==> src/rtl/rv_fetch_pkg.sv <==
package rv_fetch_pkg;

  // Architectural widths
  localparam int XLEN = 32;
  localparam int ILEN = 32;

  // Instruction memory geometry, in 32-bit words
  localparam int IMEM_DEPTH = 256;
  localparam int IMEM_AW    = $clog2(IMEM_DEPTH);

  // First address fetched out of reset
  localparam logic [XLEN-1:0] RESET_PC = '0;

  // ADDI x0,x0,0 used as the bubble encoding
  localparam logic [ILEN-1:0] I_NOP = 32'h0000_0013;

  // Major opcode of JAL
  localparam logic [6:0] OP_JAL = 7'b110_1111;

endpackage
==> src/rtl/rv_jal_redirect.sv <==
`timescale 1ns/1ns

module rv_jal_redirect (
  input  logic                          clk,
  input  logic                          rst_n,
  input  logic [rv_fetch_pkg::ILEN-1:0] instr_id,
  input  logic                          instr_valid,
  input  logic                          ready,
  input  logic [rv_fetch_pkg::XLEN-1:0] pc_id,
  output logic                          redirect,
  output logic [rv_fetch_pkg::XLEN-1:0] redirect_pc
);

  // Opcode match for JAL
  logic                          is_jal;
  // Sign-extended J-type offset
  logic [rv_fetch_pkg::XLEN-1:0] imm_j;

  assign is_jal = (instr_id[6:0] == rv_fetch_pkg::OP_JAL);

  // J-type immediate layout in the word:
  //   [31]    -> imm[20]
  //   [30:21] -> imm[10:1]
  //   [20]    -> imm[11]
  //   [19:12] -> imm[19:12]
  // Bit 0 of the offset is always zero
  assign imm_j = {
    {(rv_fetch_pkg::XLEN-21){instr_id[31]}},
    instr_id[31],
    instr_id[19:12],
    instr_id[20],
    instr_id[30:21],
    1'b0
  };

  // Target is relative to the JAL's own address
  assign redirect_pc = pc_id + imm_j;

  // Only a live JAL on an advancing cycle steers fetch
  // A stalled slot waits, so the PC and flush see one clean edge
  assign redirect = instr_valid && ready && is_jal;

  // No compressed support, so a target must be word aligned
  a_target_aligned: assert property (
    @(posedge clk) disable iff (!rst_n)
    redirect |-> (redirect_pc[1:0] == 2'b00)
  ) else $error("JAL target misaligned: %h", redirect_pc);

endmodule

==> config.mk <==
export PLATFORM = sky130hd
export DESIGN_NAME = rv_jal_redirect
export DESIGN_NICKNAME = d
export VERILOG_FILES = /design/src/rtl/rv_fetch_pkg.sv /design/src/rtl/rv_jal_redirect.sv
export SDC_FILE = /design/constraint.sdc
export NUM_CORES = 1
export LEC_CHECK = 0
export BUFFER_PORTS_ARGS = -buffer_cell sky130_fd_sc_hd__buf_2
export CORE_MARGIN = 1
export CORE_UTILIZATION = 52
export DETAILED_ROUTE_END_ITERATION = 7
export PLACE_DENSITY = 0.95
export SLEW_MARGIN = 20
export SYNTH_ARGS = -nofsm -noshare
export SYNTH_HDL_FRONTEND = slang
export SYNTH_SLANG_ARGS = --single-unit
export TNS_END_PERCENT = 30
==> constraint.sdc <==
create_clock -name vclk -period 3.9
set_clock_uncertainty 0.1 [all_clocks]
set_input_delay 0.195 -clock vclk [all_inputs]
set_output_delay 0.195 -clock vclk [all_outputs]
set_load 0.05 [all_outputs]
==> flow_summary.ini <==
[synth]
synth_common_cells = a21oi_1 (32), ha_1 (30), nand2_1 (29)
yosysUniqueCellTypes = 60
synth_area_sq_um = 1900
yosysWarnings = 0
synth.most_common_cell = a21oi_1
seq_area_frac_synth_pct = 0
synth.avg_cell_area_sq_um = 6.75
syn_inst = 281
synth.net_count = 380
yosysTopAreaCell = ha_1
yosys.area.top_type_share_pct = 19.8
synth_area_leaders = ha_1 (20%), a21oi_1 (8.4%), xnor2_1 (7.8%), nand2_1 (5.7%), nor2_1 (5.3%)

[global_routing]
grt_pass1_wl_um = 8850
grt_pass1_vias = 2182
grt.total_usage_pct = 26.2
grt_start_max_net_pins = 13
antenna_found_initial = 0
grt-ovfl-total = 0

[timing]
fin_crit_ps = 2810
hold_viol_final = 0
final-max-slew-violation-count = 0
rsz0062_at_grt = no
tns_ps = 0
setup_viol = 0
slew_headroom_pct = 66.0
worst_pin_slew_ps = 503
fin_crit_sh_pct = 72.0
fmax_mhz = 356

[power]
switching_power_mw = 0.470
p_clk_share_pct = 0
p_comb_share_pct = 100.0
seqPwrFrac_pct = 0
power_density_nw_per_um2 = 284
swShare_pct = 70.4
internal_power_mw = 0.197
ir_worst_vdd_mv = 0.197
leakage_nw = 1.11

[finish]
layout-drive-gt1-share_pct = 28.9
diodes = 0
seq_cells = 0
final_util_pct = 68.8
final_net_count = 461
multi_input_area_sq_um = 1810
syn2layout_area_growth_pct = 23.9
ff_latch_area_sq_um = 0
nFillCells = 306
clkbuf_count = 0
fin_area_sq_um = 2350

[clock_network]
post_cts_buffers = 0
hold_buffers = 0
cts_resized = 0

[setup_path]
endpoint_kind = output pin
critPathKind = input port to output pin
arrival_ps = 2510
crit_fanout = 3
crit_buf_inv = 2
crit_required_ps = 3610
crit_family = compound AO/OA/AOI/OAI gates
worstPathCellList = buf_2, ha_1, fa_1, a21o_2, a31oi_2, nor2_1, o21a_1, or4_1, nand3_1, buf_2
cpPeakStageDelay_ps = 470
crit_top_cell = buf_2
slowest_stage = or4_1
cp-start-kind = input port
worst-path-stages = 10

[hold_path]
hp-class = input port to output pin
holdPathStages = 0

[placement]
portBuffers = 92
dpl.hpwl_um = 4580
dpl-instance-area_sq_um = 2350
place.gp.congestion = 0.938

[drt]
wl_per_cell_um = 13.3
drtIter0Drc = 137
via_per_inst = 5.93
drc = 0
drtPass1Iterations = 4
vias = 2409
antenna_left = 0
wl_um = 5400

[outcome]
status = finished clean

[floorplanning]
die_area_sq_um = 3890
core_area_sq_um = 3420
io_pins = 101
die_h_um = 62.4
initial_utilization_pct = 55.5
die_w_um = 62.4
fp-row-count = 21

[flow_run]
cap_violations = 0
## path summary, 6_finish.rpt
check | startpoint | endpoint | slack (ps)
worst max-delay path | instr_id[21] | redirect_pc[11] | 1090
worst min-delay path | pc_id[0] | redirect_pc[0] | 290
## power groups by stage
| stage | Sequential (mW) | Combinational, mW | Clock, mW |
|---|---|---|---|
| 2_1_floorplan | 0 | 0.522 | 0 |
| 6_report | 0 | 0.668 | 0 |
| 3_5_place_dp | 0 | 0.662 | 0 |
| 3_3_place_gp | 0 | 0.652 | 0 |
| 5_1_grt | 0 | 0.710 | 0 |
| 4_1_cts | 0 | 0.664 | 0 |
## kinds of logic after synthesis
family / Yosys count / share of synthesized area (%)
and+or+nand+nor: 107 / 28.2
adders and majority gates: 31 / 20.8
xor gates and xnor gates: 24 / 11.1
buffers and inverters: 20 / 4.81
AOI/OAI and AO/OA: 99 / 35.1
## metal layers
| metal | vias to the layer above | part of all wire (%) | global-route usage (%) |
|---|---|---|---|
| met2 | 105 | 48 | 48.2 |
| met1 | 1073 | 45 | 33.5 |
| li1 | 1223 | - | - |
| met4 | 0 | 1.1 | 4.94 |
| met5 | - | 0 | 0 |
| met3 | 8 | 6.6 | 1.46 |
## layout make-up
class	count	area share, %
Tap cell	46	2.45
Inverter	7	1.12
Timing Repair Buffer	92	19.6
Multi-Input combinational cell	261	76.8
## per-stage QoR
stage	total power [mW]	hold WS [ps]	cells	worst slack (ps)
floorplan	0.522	457	281	773
global placement	0.652	291	406	1120
detailed placement	0.662	291	406	1090
CTS	0.664	291	406	1090
global route	0.710	290	406	908
finish	0.668	290	406	1090
## layout by cell type (no fill, tap or decap), drive strengths merged, types with 3 or more instances in the layout
cell type	Yosys	layout
buf	4	92
o21ai	19	19
a211oi	5	5
nor2b	3	3
nand2	29	29
nand4	7	7
and3	3	3
nor4	5	5
nor3	9	9
xor2	7	7
nor2	27	27
inv	7	7
a21o	9	9
ha	30	30
xnor2	17	17
a31oi	7	7
a21oi	33	33
nand3	14	14
No activity file was read; power rests on OpenSTA's default activity.
