## src/rtl/rv_fetch_pkg.sv

```systemverilog
package rv_fetch_pkg;

  // Architectural widths
  localparam int XLEN = 32;
  localparam int ILEN = 32;

  // Instruction memory geometry, in 32-bit words
  localparam int IMEM_DEPTH = 256;
  localparam int IMEM_AW    = $clog2(IMEM_DEPTH);

  // First address fetched out of reset
  localparam logic [XLEN-1:0] RESET_PC = '0;

  // ADDI x0,x0,0 used as the bubble encoding
  localparam logic [ILEN-1:0] I_NOP = 32'h0000_0013;

  // Major opcode of JAL
  localparam logic [6:0] OP_JAL = 7'b110_1111;

endpackage
```

## src/rtl/rv_if_bram.sv

```systemverilog
`timescale 1ns/1ns

module rv_if_bram (
  input  logic                          clk,
  input  logic                          rst_n,
  input  logic                          if_id_flush,
  input  logic                          ready,
  input  logic [rv_fetch_pkg::XLEN-1:0] pc,
  input  logic [rv_fetch_pkg::XLEN-1:0] pc_plus4,
  input  logic [rv_fetch_pkg::ILEN-1:0] instr_bram,
  output logic [rv_fetch_pkg::XLEN-1:0] pc_id,
  output logic [rv_fetch_pkg::XLEN-1:0] pc_plus4_id,
  output logic [rv_fetch_pkg::ILEN-1:0] instr_id,
  output logic                          instr_valid
);

  // PC stage that sits alongside the BRAM output register
  logic [rv_fetch_pkg::XLEN-1:0] pc_buf;
  logic [rv_fetch_pkg::XLEN-1:0] pc_plus4_buf;

  // Set for one ready edge after a flush to squash the stale BRAM word
  logic flush_extend;

  // BRAM output holds a fetch of the live PC stream
  logic bram_valid;

  // PC path, two ready-qualified stages
  // First stage matches the BRAM read, second is the IF/ID slot
  // Keeps tracking through flushes; only the instruction is squashed
  always_ff @(posedge clk) begin
    if (ready) begin
      pc_buf       <= pc;
      pc_plus4_buf <= pc_plus4;
      pc_id        <= pc_buf;
      pc_plus4_id  <= pc_plus4_buf;
    end
  end

  // Fetch stage valid
  // Whatever the BRAM output held through reset is not a fetch of RESET_PC,
  // so the first ready edge out of reset only starts the read
  always_ff @(posedge clk) begin
    if (!rst_n) begin
      bram_valid <= 1'b0;
    end else if (ready) begin
      bram_valid <= 1'b1;
    end
  end

  // Flush extension
  // The BRAM has already started reading the fall-through word when the
  // redirect lands, so that word must be dropped too
  // Under stall the stale word is held, so the flag waits for a ready edge
  always_ff @(posedge clk) begin
    if (!rst_n) begin
      flush_extend <= 1'b0;
    end else if (if_id_flush) begin
      flush_extend <= 1'b1;
    end else if (ready) begin
      flush_extend <= 1'b0;
    end
  end

  // IF/ID instruction slot
  // Bubbles carry the NOP encoding with valid low
  always_ff @(posedge clk) begin
    if (!rst_n || if_id_flush || flush_extend || !bram_valid) begin
      instr_id    <= rv_fetch_pkg::I_NOP;
      instr_valid <= 1'b0;
    end else if (ready) begin
      instr_id    <= instr_bram;
      instr_valid <= 1'b1;
    end
  end

  // A flushed slot is empty on the next cycle
  a_flush_bubble: assert property (
    @(posedge clk) disable iff (!rst_n)
    if_id_flush |=> !instr_valid
  ) else $error("valid instruction right after flush");

  // Empty slot always holds the bubble encoding
  a_bubble_nop: assert property (
    @(posedge clk) disable iff (!rst_n)
    !instr_valid |-> (instr_id == rv_fetch_pkg::I_NOP)
  ) else $error("invalid slot not NOP: %h", instr_id);

endmodule

```

## config.mk

```make
export PLATFORM = sky130hd
export DESIGN_NAME = rv_if_bram
export DESIGN_NICKNAME = d
export VERILOG_FILES = /design/src/rtl/rv_fetch_pkg.sv /design/src/rtl/rv_if_bram.sv
export SDC_FILE = /design/constraint.sdc
export NUM_CORES = 1
export LEC_CHECK = 0
export ABC_AREA = 1
export BUFFER_PORTS_ARGS = -buffer_cell sky130_fd_sc_hd__clkbuf_2
export CAP_MARGIN = 20
export CELL_PAD_IN_SITES_DETAIL_PLACEMENT = 0
export CELL_PAD_IN_SITES_GLOBAL_PLACEMENT = 1
export CORE_ASPECT_RATIO = 1.1
export CORE_MARGIN = 1.5
export CORE_UTILIZATION = 38
export DETAILED_ROUTE_END_ITERATION = 16
export HOLD_SLACK_MARGIN = 0.05
export PLACE_DENSITY_LB_ADDON = 0.1
export SYNTH_ARGS = -nofsm -noshare
export SYNTH_HDL_FRONTEND = slang
export SYNTH_SLANG_ARGS = --single-unit
```

## constraint.sdc

```tcl
create_clock -name clk -period 1.51 [get_ports clk]
set_clock_uncertainty 0.15 [all_clocks]
set_input_delay 0.0755 -clock clk [delete_from_list [all_inputs] [get_ports clk]]
set_output_delay 0.0755 -clock clk [all_outputs]
set_load 0.01 [all_outputs]
```

==> metrics <==
#FFs+latches synth=163; area of the multi-input gates=508 um2; RD Place Congestion=0.694; reg2reg start=flush_extend; RSZ-0062 raised after global routing=no; Worst setup SP type=input port; final antenna diode count=0; Distinct cells, synth=11; Peak Freq=0.722 GHz; CP arrival=1.30 ns; Tightest Pin Transition=0.703 ns; share of layout cells above drive strength 1=between 30% and 40%; largest net degree at the start of global routing=58; minimum clock period=1.39 ns; clock sink count=163; Post-CTS Setup Inserts=0; DRT iter0 DRCs=between 200 and 250; First-pass DRT Iterations=4; outcome=complete, no violations; via-per-instance ratio=around 4.0; Post-Syn Area=5370 um2; worst rel slew slack=53.1%; Post-DRT Antenna Nets=0; post-synthesis sequential area ratio=84.7%; detailed-route via count=3632; CP max FO=33; Core Box Area=13800 um2; Final Power=10.8 mW; Global Route Usage Sum=15.2%; initial core utilization=38.9%; max cap viols=0; I/O pin cnt=197; Setup TNS Final=0 ns; synth top area cells=edfxtp_1 (72%), dfxtp_1 (13%), nor2_1 (6.5%); die span in x=116 um; Worst setup EP type=flop; synthesized instance count=372; cell taking the most area after synthesis=edfxtp_1; share of the synthesized area in the top cell type=between 70 and 80%; crit path cell chain=buf_6, buf_12, dlygate4sd3_1; most frequent cells in the layout=clkbuf_2 (195), edfxtp_1 (128), dlygate4sd3_1 (112); Peak supply drop=a little under 0.7 mV; row count=45; vias in the first global route=3508; Die Ht=128 um; first-pass GRT wire length=~17 mm; most common cell after layout, fill and taps aside=clkbuf_2; Area Growth Syn to Fin=56.8%; Worst Path Required=1.43 ns; CP startpoint=ready; pwr dens=1280 nW/um2; Syn Nets=472; critical path type=in2reg; final period utilization=91.8%; final slew viol count=0; leakage=3.71 nW; CP peak stage delay=0.83 ns; Worst R2R End=flush_extend; IO Port Bufs=196; GR Overflow Total=0; Slowest-stage cell, CP=dlygate4sd3_1; Ys Warns=0; Syn Area/Cell=roughly 14 um2; worst-case reg-to-reg path depth=3; Num CTS Buffers=17; hpwl dp=6.91 mm; post-DR wirelength/cell=12.1 um; hold crit path type=in2reg; fillers=1111; die area=14800 um2; final WL=10.9 mm; Worst-path clk slew=0.06 ns; initial antenna violation count=0; final hold vios=0; Clk Latency, worst-skew pair=0.41 ns; H-tree depth=4; Bufs on Longest Clock Path=2; FF+latch area=4540 um2; CTS tree=built; Nets=798; Critical Path Sink=pc_plus4_id[30]; Setup-failing EPs final=0; Register-to-Register Setup Slack=0.20 ns; DRC=0; root buffer cell=clkbuf_16
[worst max-delay path, delay by kind of cell]
kind	cells	cell delay [ns]
buffers and inverters	3	1.21
[Yosys cell counts]
library cell,number
clkbuf_1,1
a21oi_1,1
edfxtp_1,128
dfxtp_1,35
nand2_1,37
buf_4,1
nor2_1,93
inv_1,65
o21ai_1,3
buf_6,3
buf_2,5
[state kept, by name, indices dropped and copies added, names as in the netlist]
register / count
instr_id: 32
pc_buf: 32
pc_id: 32
pc_plus4_buf: 32
pc_plus4_id: 32
bram_valid: 1
flush_extend: 1
instr_valid: 1
[cell families (layout without fill, tap and decap cells)]
family | Yosys count | count (layout) | synth area share [%]
flip-flops | 163 | 163 | 84.7
AND/OR/NAND/NOR | 130 | 130 | 9.09
buffers and inverters | 75 | 414 | 5.85
AO/OA/AOI/OAI | 4 | 4 | 0.373
[worst min-delay path by stage]
stage            from          endpoint  slack (ns)  cells after the start
6_report        ready    pc_plus4_id[5]        0.03                      2
5_1_grt         ready          pc_id[4]        0.03                      2
4_1_cts         ready  pc_plus4_buf[22]        0.03                      2
3_5_place_dp   pc[22]        pc_buf[22]        0.10                      1
3_3_place_gp   pc[16]        pc_buf[16]        0.10                      1
2_1_floorplan   pc[0]         pc_buf[0]        0.02                      0
[per-layer routing]
layer / vias up / GRT usage [%] / wire, um
li1: 1842 / - / -
met1: 1658 / 18.1 / 4570
met2: 118 / 24.8 / 5370
met3: 14 / 5.55 / 786
met4: 0 / 6.24 / 146
met5: - / 0 / 0
[through the flow]
step | instance area [um2] | std cells | setup slack [ns] | hold slack [ns] | util, %
global placement | 6620 | 754 | 0.391 | 0.103 | 48.0
finish | 8410 | 899 | 0.124 | 0.0341 | 61.0
CTS | 8380 | 896 | 0.0972 | 0.0331 | 60.8
detailed placement | 6620 | 754 | 0.337 | 0.104 | 48.0
floorplan | 5370 | 372 | 0.452 | 0.0244 | -
global route | 8410 | 899 | 0.0672 | 0.0269 | 61.0
[area by class of cell]
cell class | instances | area share (%)
Multi-Input combinational cell | 134 | 6.04
Timing Repair Buffer | 317 | 26.4
Inverter | 65 | 2.90
Clock inverter | 12 | 2.71
Sequential cell | 163 | 54.0
Clock buffer | 20 | 5.19
Tap cell | 188 | 2.80
[timing repair]
action	in CTS	in global routing
resized for setup	0	1
endpoints found under the setup margin	0	2
hold buffers	110	3
hold endpoints to repair	107	15
[power by group]
part / total (mW) / switching (mW) / internal, mW / leakage, nW
Combinational: 0.754 / 0.337 / 0.417 / 1.86
Sequential: 5.22 / 0.0659 / 5.15 / 1.54
Clock: 4.78 / 1.67 / 3.11 / 0.319
Total: 10.8 / 2.07 / 8.68 / 3.71
No activity file was read; power rests on OpenSTA's default activity.
