<file path="src/rtl/rv_fetch_pkg.sv">
package rv_fetch_pkg;

  // Architectural widths
  localparam int XLEN = 32;
  localparam int ILEN = 32;

  // Instruction memory geometry, in 32-bit words
  localparam int IMEM_DEPTH = 256;
  localparam int IMEM_AW    = $clog2(IMEM_DEPTH);

  // First address fetched out of reset
  localparam logic [XLEN-1:0] RESET_PC = '0;

  // ADDI x0,x0,0 used as the bubble encoding
  localparam logic [ILEN-1:0] I_NOP = 32'h0000_0013;

  // Major opcode of JAL
  localparam logic [6:0] OP_JAL = 7'b110_1111;

endpackage
</file>
<file path="src/rtl/rv_pc_gen.sv">
`timescale 1ns/1ns

module rv_pc_gen (
  input  logic                          clk,
  input  logic                          rst_n,
  input  logic                          ready,
  input  logic                          redirect,
  input  logic [rv_fetch_pkg::XLEN-1:0] redirect_pc,
  output logic [rv_fetch_pkg::XLEN-1:0] pc,
  output logic [rv_fetch_pkg::XLEN-1:0] pc_plus4
);

  // Next sequential address
  // Also handed down the pipe as the link value for JAL
  assign pc_plus4 = pc + rv_fetch_pkg::XLEN'(4);

  // Program counter
  // Only advances on a ready edge, so a stall freezes the fetch address
  // and the BRAM keeps presenting the same word
  always_ff @(posedge clk) begin
    if (!rst_n) begin
      pc <= rv_fetch_pkg::RESET_PC;
    end else if (ready) begin
      // Redirect wins over the sequential step
      if (redirect) begin
        pc <= redirect_pc;
      end else begin
        pc <= pc_plus4;
      end
    end
  end

  // Fetch address must stay on a word boundary
  // Covers both the sequential step and redirect targets
  a_pc_aligned: assert property (
    @(posedge clk) disable iff (!rst_n)
    pc[1:0] == 2'b00
  ) else $error("pc not word aligned: %h", pc);

endmodule

</file>
<file path="config.mk">
export PLATFORM = sky130hd
export DESIGN_NAME = rv_pc_gen
export DESIGN_NICKNAME = d
export VERILOG_FILES = /design/src/rtl/rv_fetch_pkg.sv /design/src/rtl/rv_pc_gen.sv
export SDC_FILE = /design/constraint.sdc
export NUM_CORES = 1
export LEC_CHECK = 0
export ABC_CLOCK_PERIOD_IN_PS = 4810
export BUFFER_PORTS_ARGS = -buffer_cell sky130_fd_sc_hd__buf_2
export CORE_ASPECT_RATIO = 0.8
export CORE_MARGIN = 2
export CORE_UTILIZATION = 50
export CTS_CLUSTER_SIZE = 30
export DETAILED_ROUTE_END_ITERATION = 10
export GPL_TIMING_DRIVEN = 0
export MAX_ROUTING_LAYER = met4
export PLACE_DENSITY = 0.9
export SETUP_SLACK_MARGIN = 0.05
export SLEW_MARGIN = 20
export SYNTH_ARGS = -nofsm -noshare
export SYNTH_HDL_FRONTEND = slang
export SYNTH_SLANG_ARGS = --single-unit
</file>
<file path="constraint.sdc">
create_clock -name clk -period 4.81 [get_ports clk]
set_input_delay 0.2405 -clock clk [delete_from_list [all_inputs] [get_ports clk]]
set_output_delay 0.2405 -clock clk [all_outputs]
set_load 0.02 [all_outputs]
</file>
==> flow_summary.json, run 1 <==
{
  "status": "finished, final reports clean",
  "syn_avg_cell_area_sq_um": 7.35,
  "clockRootBuffer": "clkbuf_8",
  "grt_max_degree": 11,
  "cp_data_required_time_ps": 4570,
  "reg_top3": "pc x32",
  "tritoncts": "yes",
  "wire_per_inst_um": 18.0,
  "h-tree-depth": 2,
  "timing.fmax_mhz": 337,
  "dp.cells": 498,
  "rsz0062_at_grt": "no",
  "drive_above_1_share": 0.274,
  "p_leak_uw": 0.00137,
  "tns_ps": 0,
  "regMostFlops": "pc",
  "synth_edf_count": 0,
  "ys_ff_latch": 32,
  "synthDominantCellAreaShare": 0.256,
  "dr.pass1.iters": 6,
  "multi_input_area_sq_um": 1660,
  "min_path_type": "input port to register",
  "holdPathStages": 3,
  "area_growth_pct": 27.7,
  "synth.yosys.seq_area_share": 0.256,
  "coreArea_sq_um": 4710,
  "drc_errors": 0,
  "vias": 3266,
  "pwr-share-comb": 0.246,
  "n_fill_cell": 403,
  "slew_headroom": 0.292,
  "path_class": "register to output port",
  "cp-end-kind": "output port",
  "viasPerCell": 6.45,
  "postCtsSetupBuffers": 0,
  "start_kind": "register",
  "track_usage": 0.336,
  "vdd_drop_max_mv": 0.125,
  "routabilityCongestion": 0.971,
  "switchingPower_uw": 262,
  "die-width_um": 83.0,
  "hold_viol": 0,
  "wirelength_um": 9100,
  "die_h_um": 67.2,
  "clkTransAtPathRegs_ps": 80,
  "clockBufferDepth": 2,
  "insertion_delay_ps": 310,
  "initial_core_util": 0.531,
  "dpl_cell_area_sq_um": 3060,
  "cp_max_fo": 10,
  "postRouteAntennaNets": 0,
  "ys_top_cells_by_area": "dfxtp_1 (26%), xnor2_1 (6.3%), nor2_1 (5.1%), nand2_1 (4.5%), nand4_1 (3.5%)",
  "cts_hold_buf": 0,
  "cts_inserted_buffers": 5,
  "min_period_over_period": 0.616,
  "insertedDiodeCount": 0,
  "max_stage_delay_ps": 550,
  "r2r_slack_ps": 2430,
  "ys_types": 54,
  "worstMarginPinSlew_ps": 1050,
  "cts_resized": 0,
  "p_int_uw": 534,
  "seqPwrFrac": 0.379,
  "grt_pass1_vias": 2952,
  "drv_slew": 0,
  "path_cells": "nand4_1, nor2_1, clkbuf_1, nand3_1, xnor2_1, buf_2",
  "grt_remaining_overflow": 0,
  "seq_area_sq_um": 641,
  "cap_viol_max_count": 0,
  "synth-main-ff-cell": "dfxtp_1",
  "rows": 22,
  "finalSetupViolations": 0,
  "ff2ff_path_depth": 5,
  "final_cells": 506,
  "power_frac_clock": 0.375,
  "die-area_sq_um": 5580,
  "layout_min_cycle_time_ps": 2960,
  "netlist_area_sq_um": 2500,
  "largest_reg_flops": 32,
  "dp_hpwl_um": 6520,
  "antenna_found_initial": 0,
  "swShare": 0.329,
  "final_cell_area_sq_um": 3190,
  "async_flop_share": 0,
  "io_pins": 100,
  "synth_warnings": 0,
  "synth_top_area_cell": "dfxtp_1",
  "port_buffers": 98,
  "drtIter0Drc": 506,
  "cts.sinks": 32,
  "powerDensity_nw_per_um2": 249,
  "grt_pass1_wl_um": 14400,
  "skew_ps": 11.7,
  "crit_path_top_delay_cell": "nor2_1",
  "synth_nets": 377,
  "syn_inst": 340,
  "cp.arrival_ps": 2720,
  "nNetsFinal": 482
}
-- routing by layer --
metal	up-vias	part of all wire	wire length (um)	global-route usage
li1	1479	-	-	-
met1	1472	0.40	3650	0.437
met2	283	0.42	3860	0.501
met3	32	0.15	1360	0.0978
met4	0	0.026	233	0.119
met5	-	0	0	-
-- layout make-up --
type,count,area share
plain buffers,32,0.0439
clock buffers,7,0.0302
clock inverters,1,0.00941
inverters,15,0.0176
multi-input cells,261,0.521
flip-flops and latches,32,0.201
well taps,60,0.0235
repair buffers,98,0.154
-- through the flow --
| step | utilization | setup slack, ps | total power [uW] | hold slack [ps] |
|---|---|---|---|---|
| floorplan | - | 2540 | 427 | 388 |
| global placement | 0.651 | 2290 | 494 | 478 |
| detailed placement | 0.651 | 2270 | 498 | 496 |
| CTS | 0.678 | 1950 | 788 | 182 |
| global route | 0.678 | 1650 | 826 | 221 |
| finish | 0.678 | 1850 | 796 | 170 |
-- layout by cell type (no fill, tap or decap), drive strengths merged, types with 13 or more instances in the layout --
| cell type | instances |
|---|---|
| buf | 114 |
| nand4 | 16 |
| dfxtp | 32 |
| nor2 | 34 |
| nand2 | 30 |
| nand3 | 15 |
| xnor2 | 18 |
| nor4 | 13 |
| inv | 14 |
| clkbuf | 23 |
-- final timing paths --
check                  from      endpoint
max reg2reg           pc[2]        pc[19]
min          redirect_pc[1]         pc[1]
max                   pc[2]  pc_plus4[27]
min reg2reg           pc[1]         pc[1]
-- critical path, delay by kind of cell (launching register included) --
family / cells / cell delay [ps]
xor+xnor: 1 / 160
buf+inv: 2 / 650
flops: 1 / 490
simple gates: 3 / 1110
-- kinds of logic after synthesis --
kind of cell	share of synthesized area
muxes	0.0285
buffers and inverters	0.0786
and+or+nand+nor	0.279
xor gates and xnor gates	0.0946
AOI/OAI and AO/OA	0.258
adders and majority gates	0.00501
DFF	0.256
-- synthesized netlist by cell type, types with 2 or more instances --
master and n:
o2111ai_1 2, and4_1 3, nand4_1 14, a21oi_1 12
or4_1 3, a32o_1 2, clkbuf_1 16, buf_2 10
a311o_1 5, nand4_2 2, o31ai_1 2, nand3_1 15
a211oi_1 2, nand2_1 30, a32oi_1 3, a22oi_1 10
buf_4 2, o22ai_1 2, nor4_1 13, nor3_1 10
a22o_1 3, nor2_1 34, and2_1 2, o41ai_1 4
a31oi_1 11, nor3b_1 2, buf_1 4, inv_1 14
mux2i_1 6, xor2_1 9, o21ai_0 12, nor2b_1 2
xnor2_1 18, o31a_1 2, and3_1 2, o311ai_0 2
o211ai_1 7, dfxtp_1 32
-- power by group through the flow --
stage	logic, uW	registers (uW)	clock network [uW]
after floorplan	105	322	0
final	196	302	299
after global routing	209	304	312
after global placement	188	305	0
after CTS	193	301	295
after detailed placement	191	307	0
(Power assumes the default switching activity.)
==> run 2: changes to the inputs <==
--- a/config.mk
+++ b/config.mk
@@ -5,16 +5,16 @@
 export SDC_FILE = /design/constraint.sdc
 export NUM_CORES = 1
 export LEC_CHECK = 0
-export ABC_CLOCK_PERIOD_IN_PS = 4810
+export ABC_CLOCK_PERIOD_IN_PS = 3100
 export BUFFER_PORTS_ARGS = -buffer_cell sky130_fd_sc_hd__buf_2
 export CORE_ASPECT_RATIO = 0.8
 export CORE_MARGIN = 2
-export CORE_UTILIZATION = 50
+export CORE_UTILIZATION = 49
 export CTS_CLUSTER_SIZE = 30
 export DETAILED_ROUTE_END_ITERATION = 10
 export GPL_TIMING_DRIVEN = 0
 export MAX_ROUTING_LAYER = met4
-export PLACE_DENSITY = 0.9
+export PLACE_DENSITY = 0.89
 export SETUP_SLACK_MARGIN = 0.05
 export SLEW_MARGIN = 20
 export SYNTH_ARGS = -nofsm -noshare
==> constraint.sdc (replaced) <==
create_clock -name clk -period 3.1 [get_ports clk]
set_input_delay 0.155 -clock clk [delete_from_list [all_inputs] [get_ports clk]]
set_output_delay 0.155 -clock clk [all_outputs]
set_load 0.02 [all_outputs]
==> run 2 against run 1 <==
Core utilization decreased by 3.5 points. Setup slack got worse by 1600 ps. Final cell count increased by 0.40%. Register-to-register slack got worse by 1600 ps.
==> flow_summary.json, run 2 (synthesis results as in run 1) <==
{
  "coreArea_sq_um": 4950,
  "die-width_um": 83.8,
  "grt_pass1_wl_um": 14500,
  "die_h_um": 67.9,
  "port_buffers": 98,
  "hold-worst-slack_ps": 92.0,
  "rows": 23,
  "initial_core_util": 0.505,
  "area_growth_pct": 27.4,
  "p_leak_uw": 0.00136,
  "tns_ps": 0,
  "max_stage_delay_ps": 510,
  "skew_ps": 2.68,
  "wire_per_inst_um": 18.3,
  "timing.fmax_mhz": 351,
  "clockBufferDepth": 2,
  "cp-end-kind": "output port",
  "regMostFlops": "pc",
  "n_fill_cell": 457,
  "cp_data_required_time_ps": 2940,
  "dp.cells": 500,
  "postRouteAntennaNets": 0,
  "h-tree-depth": 2,
  "drv_slew": 0,
  "io_pins": 100,
  "crit_path_top_delay_cell": "dfxtp_1",
  "cts_inserted_buffers": 5,
  "clockRootBuffer": "clkbuf_8",
  "grt_max_degree": 11,
  "path_class": "register to output port",
  "grt_remaining_overflow": 0,
  "routabilityCongestion": 0.976,
  "postCtsSetupBuffers": 0,
  "die-area_sq_um": 5690,
  "largest_reg_flops": 32,
  "hold_viol": 0,
  "insertion_delay_ps": 300,
  "path_cells": "nand4_1, nor2_2, clkbuf_1, nand3_1, xnor2_1, buf_2",
  "tritoncts": "yes",
  "viasPerCell": 6.37,
  "drive_above_1_share": 0.276,
  "dr.pass1.iters": 5,
  "wirelength_um": 9310,
  "dp_hpwl_um": 6600,
  "cap_viol_max_count": 0,
  "nNetsFinal": 482,
  "finalSetupViolations": 0,
  "clkTransAtPathRegs_ps": 70,
  "insertedDiodeCount": 0,
  "powerDensity_nw_per_um2": 374,
  "worstMarginPinSlew_ps": 790,
  "antenna_found_initial": 0,
  "track_usage": 0.337,
  "grt_pass1_vias": 2862,
  "final_common_cell": "buf_2",
  "start_kind": "register",
  "min_path_type": "input port to register",
  "vdd_drop_max_mv": 0.255,
  "min_period_over_period": 0.919,
  "vias": 3235,
  "drc_errors": 0,
  "slew_headroom": 0.469,
  "cp.arrival_ps": 2690,
  "reg_top3": "pc x32",
  "cts.sinks": 32,
  "cp_max_fo": 10,
  "status": "finished, final reports clean",
  "final_cells": 508,
  "layout_common_cells": "buf_2 (108), nor2_1 (33), dfxtp_1 (32)",
  "rsz0062_at_grt": "no",
  "drtIter0Drc": 441,
  "layout_min_cycle_time_ps": 2850
}
run 2: cell count changes in the layout (fill, tap and decap cells not counted), sizes merged:
cell and delta:
clkinv +1, clkbuf -1
run 2: through the flow:
stage	utilization	power [uW]	worst slack [ps]	area [sq um]
finish	0.643	1190	251	3180
global route	0.643	1240	64.9	3180
CTS	0.641	1180	230	3170
detailed placement	0.620	773	558	3070
global placement	0.620	766	583	3070
floorplan	-	662	919	2500
run 2: timing repair:
item                       4_1_cts  5_1_grt
hold buffers                     0        0
resized for setup                0        2
setup endpoints to repair        0        4
run 2: layout make-up:
type	count	area, sq um	area share
buffer	32	140	0.0440
timing repair buffer	98	490	0.154
clock buffer	6	72.6	0.0228
tap	62	77.6	0.0244
clock inverter	2	35.0	0.0110
multi-input combinational	261	1670	0.525
sequential	32	641	0.201
inverter	15	56.3	0.0177
run 2: worst paths after layout:
path,from,end,slack [ps],depth (start not counted)
min,redirect_pc[1],pc[1],90,3
max reg2reg,pc[2],pc[19],800,5
max,pc[2],pc_plus4[29],250,6
min reg2reg,pc[1],pc[1],530,2
run 2: per-layer routing:
metal,GRT usage,vias up,share of wire
li1,-,1479,-
met1,0.441,1495,0.43
met2,0.499,232,0.43
met4,0.0948,0,0.019
met3,0.113,29,0.12
met5,-,-,0
run 2: where the power goes:
group          switching [uW]  internal (uW)
logic                     194            110
clock network             179            239
registers                32.6            435
run 2: critical path, delay by kind of cell, from the launching register on:
kind | cells | cell delay [ps]
XOR/XNOR | 1 | 200
buffers and inverters | 2 | 610
AND/OR/NAND/NOR | 3 | 1070
flip-flops | 1 | 510
==> run 3: changes to the inputs <==
--- a/config.mk
+++ b/config.mk
@@ -7,7 +7,7 @@
 export LEC_CHECK = 0
 export ABC_CLOCK_PERIOD_IN_PS = 3100
 export BUFFER_PORTS_ARGS = -buffer_cell sky130_fd_sc_hd__buf_2
-export CORE_ASPECT_RATIO = 0.8
+export CORE_ASPECT_RATIO = 1.5
 export CORE_MARGIN = 2
 export CORE_UTILIZATION = 49
 export CTS_CLUSTER_SIZE = 30
==> run 3 against run 2 <==
Sequential share of layout area is 0.14 points higher. Via count is 1.3% lower. Design area down 0.67%. Worst hold slack gained 29 ps. Critical path depth increased by 1. Non-clock buffer count did not move. Maximum frequency grew 2.5%. Sequential power hardly changed. Total power fell by 6.6%. Largest cell class unchanged.
==> flow_summary.json, run 3 (synthesis results as in run 1) <==
{
  "status": "finished, final reports clean",
  "regMostFlops": "pc",
  "tns_ps": 0,
  "drive_above_1_share": 0.269,
  "cts_hold_buf": 0,
  "min_path_type": "input port to register",
  "grt_max_degree": 11,
  "wire_per_inst_um": 18.4,
  "routabilityCongestion": 0.940,
  "dp_hpwl_um": 7060,
  "start_kind": "register",
  "postCtsSetupBuffers": 0,
  "io_pins": 100,
  "port_buffers": 98,
  "drc_errors": 0,
  "initial_core_util": 0.511,
  "drtIter0Drc": 338,
  "max_stage_delay_ps": 910,
  "largest_reg_flops": 32,
  "skew_ps": 13.6,
  "postRouteAntennaNets": 0,
  "cts_inserted_buffers": 5,
  "grt_pass1_vias": 3091,
  "p_leak_uw": 0.00135,
  "track_usage": 0.334,
  "die_h_um": 91.5,
  "path_buf_inv": 3,
  "clockBufferDepth": 2,
  "grt_pass1_wl_um": 14600,
  "insertion_delay_ps": 290,
  "utilization": 0.647,
  "vias": 3192,
  "slew_headroom": 0.296,
  "rsz0062_at_grt": "no",
  "tritoncts": "yes",
  "cpLargestDelayFamily": "simple AND/OR/NAND/NOR gates",
  "cts_resized": 0,
  "hold_viol": 0,
  "cp_max_fo": 10,
  "cap_viol_max_count": 0,
  "crit_path_top_delay_cell": "nor4_1",
  "routed.top_layer": "met4",
  "cp_data_required_time_ps": 2940,
  "met2_wirelength_um": 4790,
  "crit_path_frequent_cell": "buf_2",
  "dr.pass1.iters": 5,
  "timing.fmax_mhz": 360,
  "cp.arrival_ps": 2620,
  "worstMarginPinSlew_ps": 1050,
  "met1_length_um": 3430,
  "powerDensity_nw_per_um2": 352,
  "layout_min_cycle_time_ps": 2780,
  "path_cells": "buf_2, nand4_1, buf_2, nor4_1, nand2_1, xnor2_1, buf_2",
  "coreArea_sq_um": 4890,
  "final_common_cell": "buf_2",
  "rows": 31,
  "h-tree-depth": 2,
  "cp-end-kind": "output port",
  "die-width_um": 62.3,
  "layout_common_cells": "buf_2 (108), nor2_1 (34), dfxtp_1 (32)",
  "nNetsFinal": 482,
  "antenna_found_initial": 0,
  "clkTransAtPathRegs_ps": 70,
  "viasPerCell": 6.23,
  "drv_slew": 0,
  "wirelength_um": 9450,
  "area_growth_pct": 26.5,
  "vdd_drop_max_mv": 0.271,
  "finalSetupViolations": 0,
  "hold-worst-slack_ps": 121,
  "reg_top3": "pc x32",
  "cts.sinks": 32,
  "dr_wl_met3_um": 784,
  "n_fill_cell": 485,
  "min_period_over_period": 0.896,
  "clockRootBuffer": "clkbuf_8",
  "grt_remaining_overflow": 0,
  "path_class": "register to output port",
  "die-area_sq_um": 5700,
  "insertedDiodeCount": 0
}
run 3: layout make-up:
| type | count | area [sq um] | share of cell area |
|---|---|---|---|
| multi-input combinational | 261 | 1660 | 0.526 |
| sequential | 32 | 641 | 0.203 |
| timing repair buffer | 98 | 490 | 0.155 |
| clock buffer | 8 | 90.1 | 0.0285 |
| tap | 66 | 82.6 | 0.0261 |
| buffer | 32 | 140 | 0.0443 |
| inverter | 15 | 56.3 | 0.0178 |
run 3: worst paths after layout:
| check | slack (ps) | depth (start not counted) | start | end |
|---|---|---|---|---|
| max | 320 | 7 | pc[6] | pc_plus4[20] |
| min | 120 | 3 | redirect_pc[0] | pc[0] |
| max reg2reg | 770 | 6 | pc[2] | pc[12] |
| min reg2reg | 530 | 2 | pc[0] | pc[0] |
run 3: power breakdown:
part	switching, uW	leakage (uW)	internal (uW)
sequential	32.9	0.000262	435
clock	158	0.0000455	181
combinational	194	0.00104	110
run 3: through the flow:
step,power (uW),cell area [sq um],setup slack (ps),instances
2_1_floorplan,662,2500,919,340
3_3_place_gp,770,3070,667,504
3_5_place_dp,776,3070,685,504
4_1_cts,1110,3160,385,512
5_1_grt,1150,3160,127,512
6_report,1110,3160,321,512
run 3: routing by layer:
layer,track usage,vias up
li1,-,1481
met1,0.345,1447
met2,0.579,215
met3,0.0607,49
met4,0.213,0
met5,-,-
run 3: worst register-to-register path, stage by stage, from the launching register on:
cell	delay (ps)
dfxtp_1	500
ha_1	340
nand3_1	150
clkbuf_1	280
nor3_1	510
o21ai_0	160
a32o_1	300
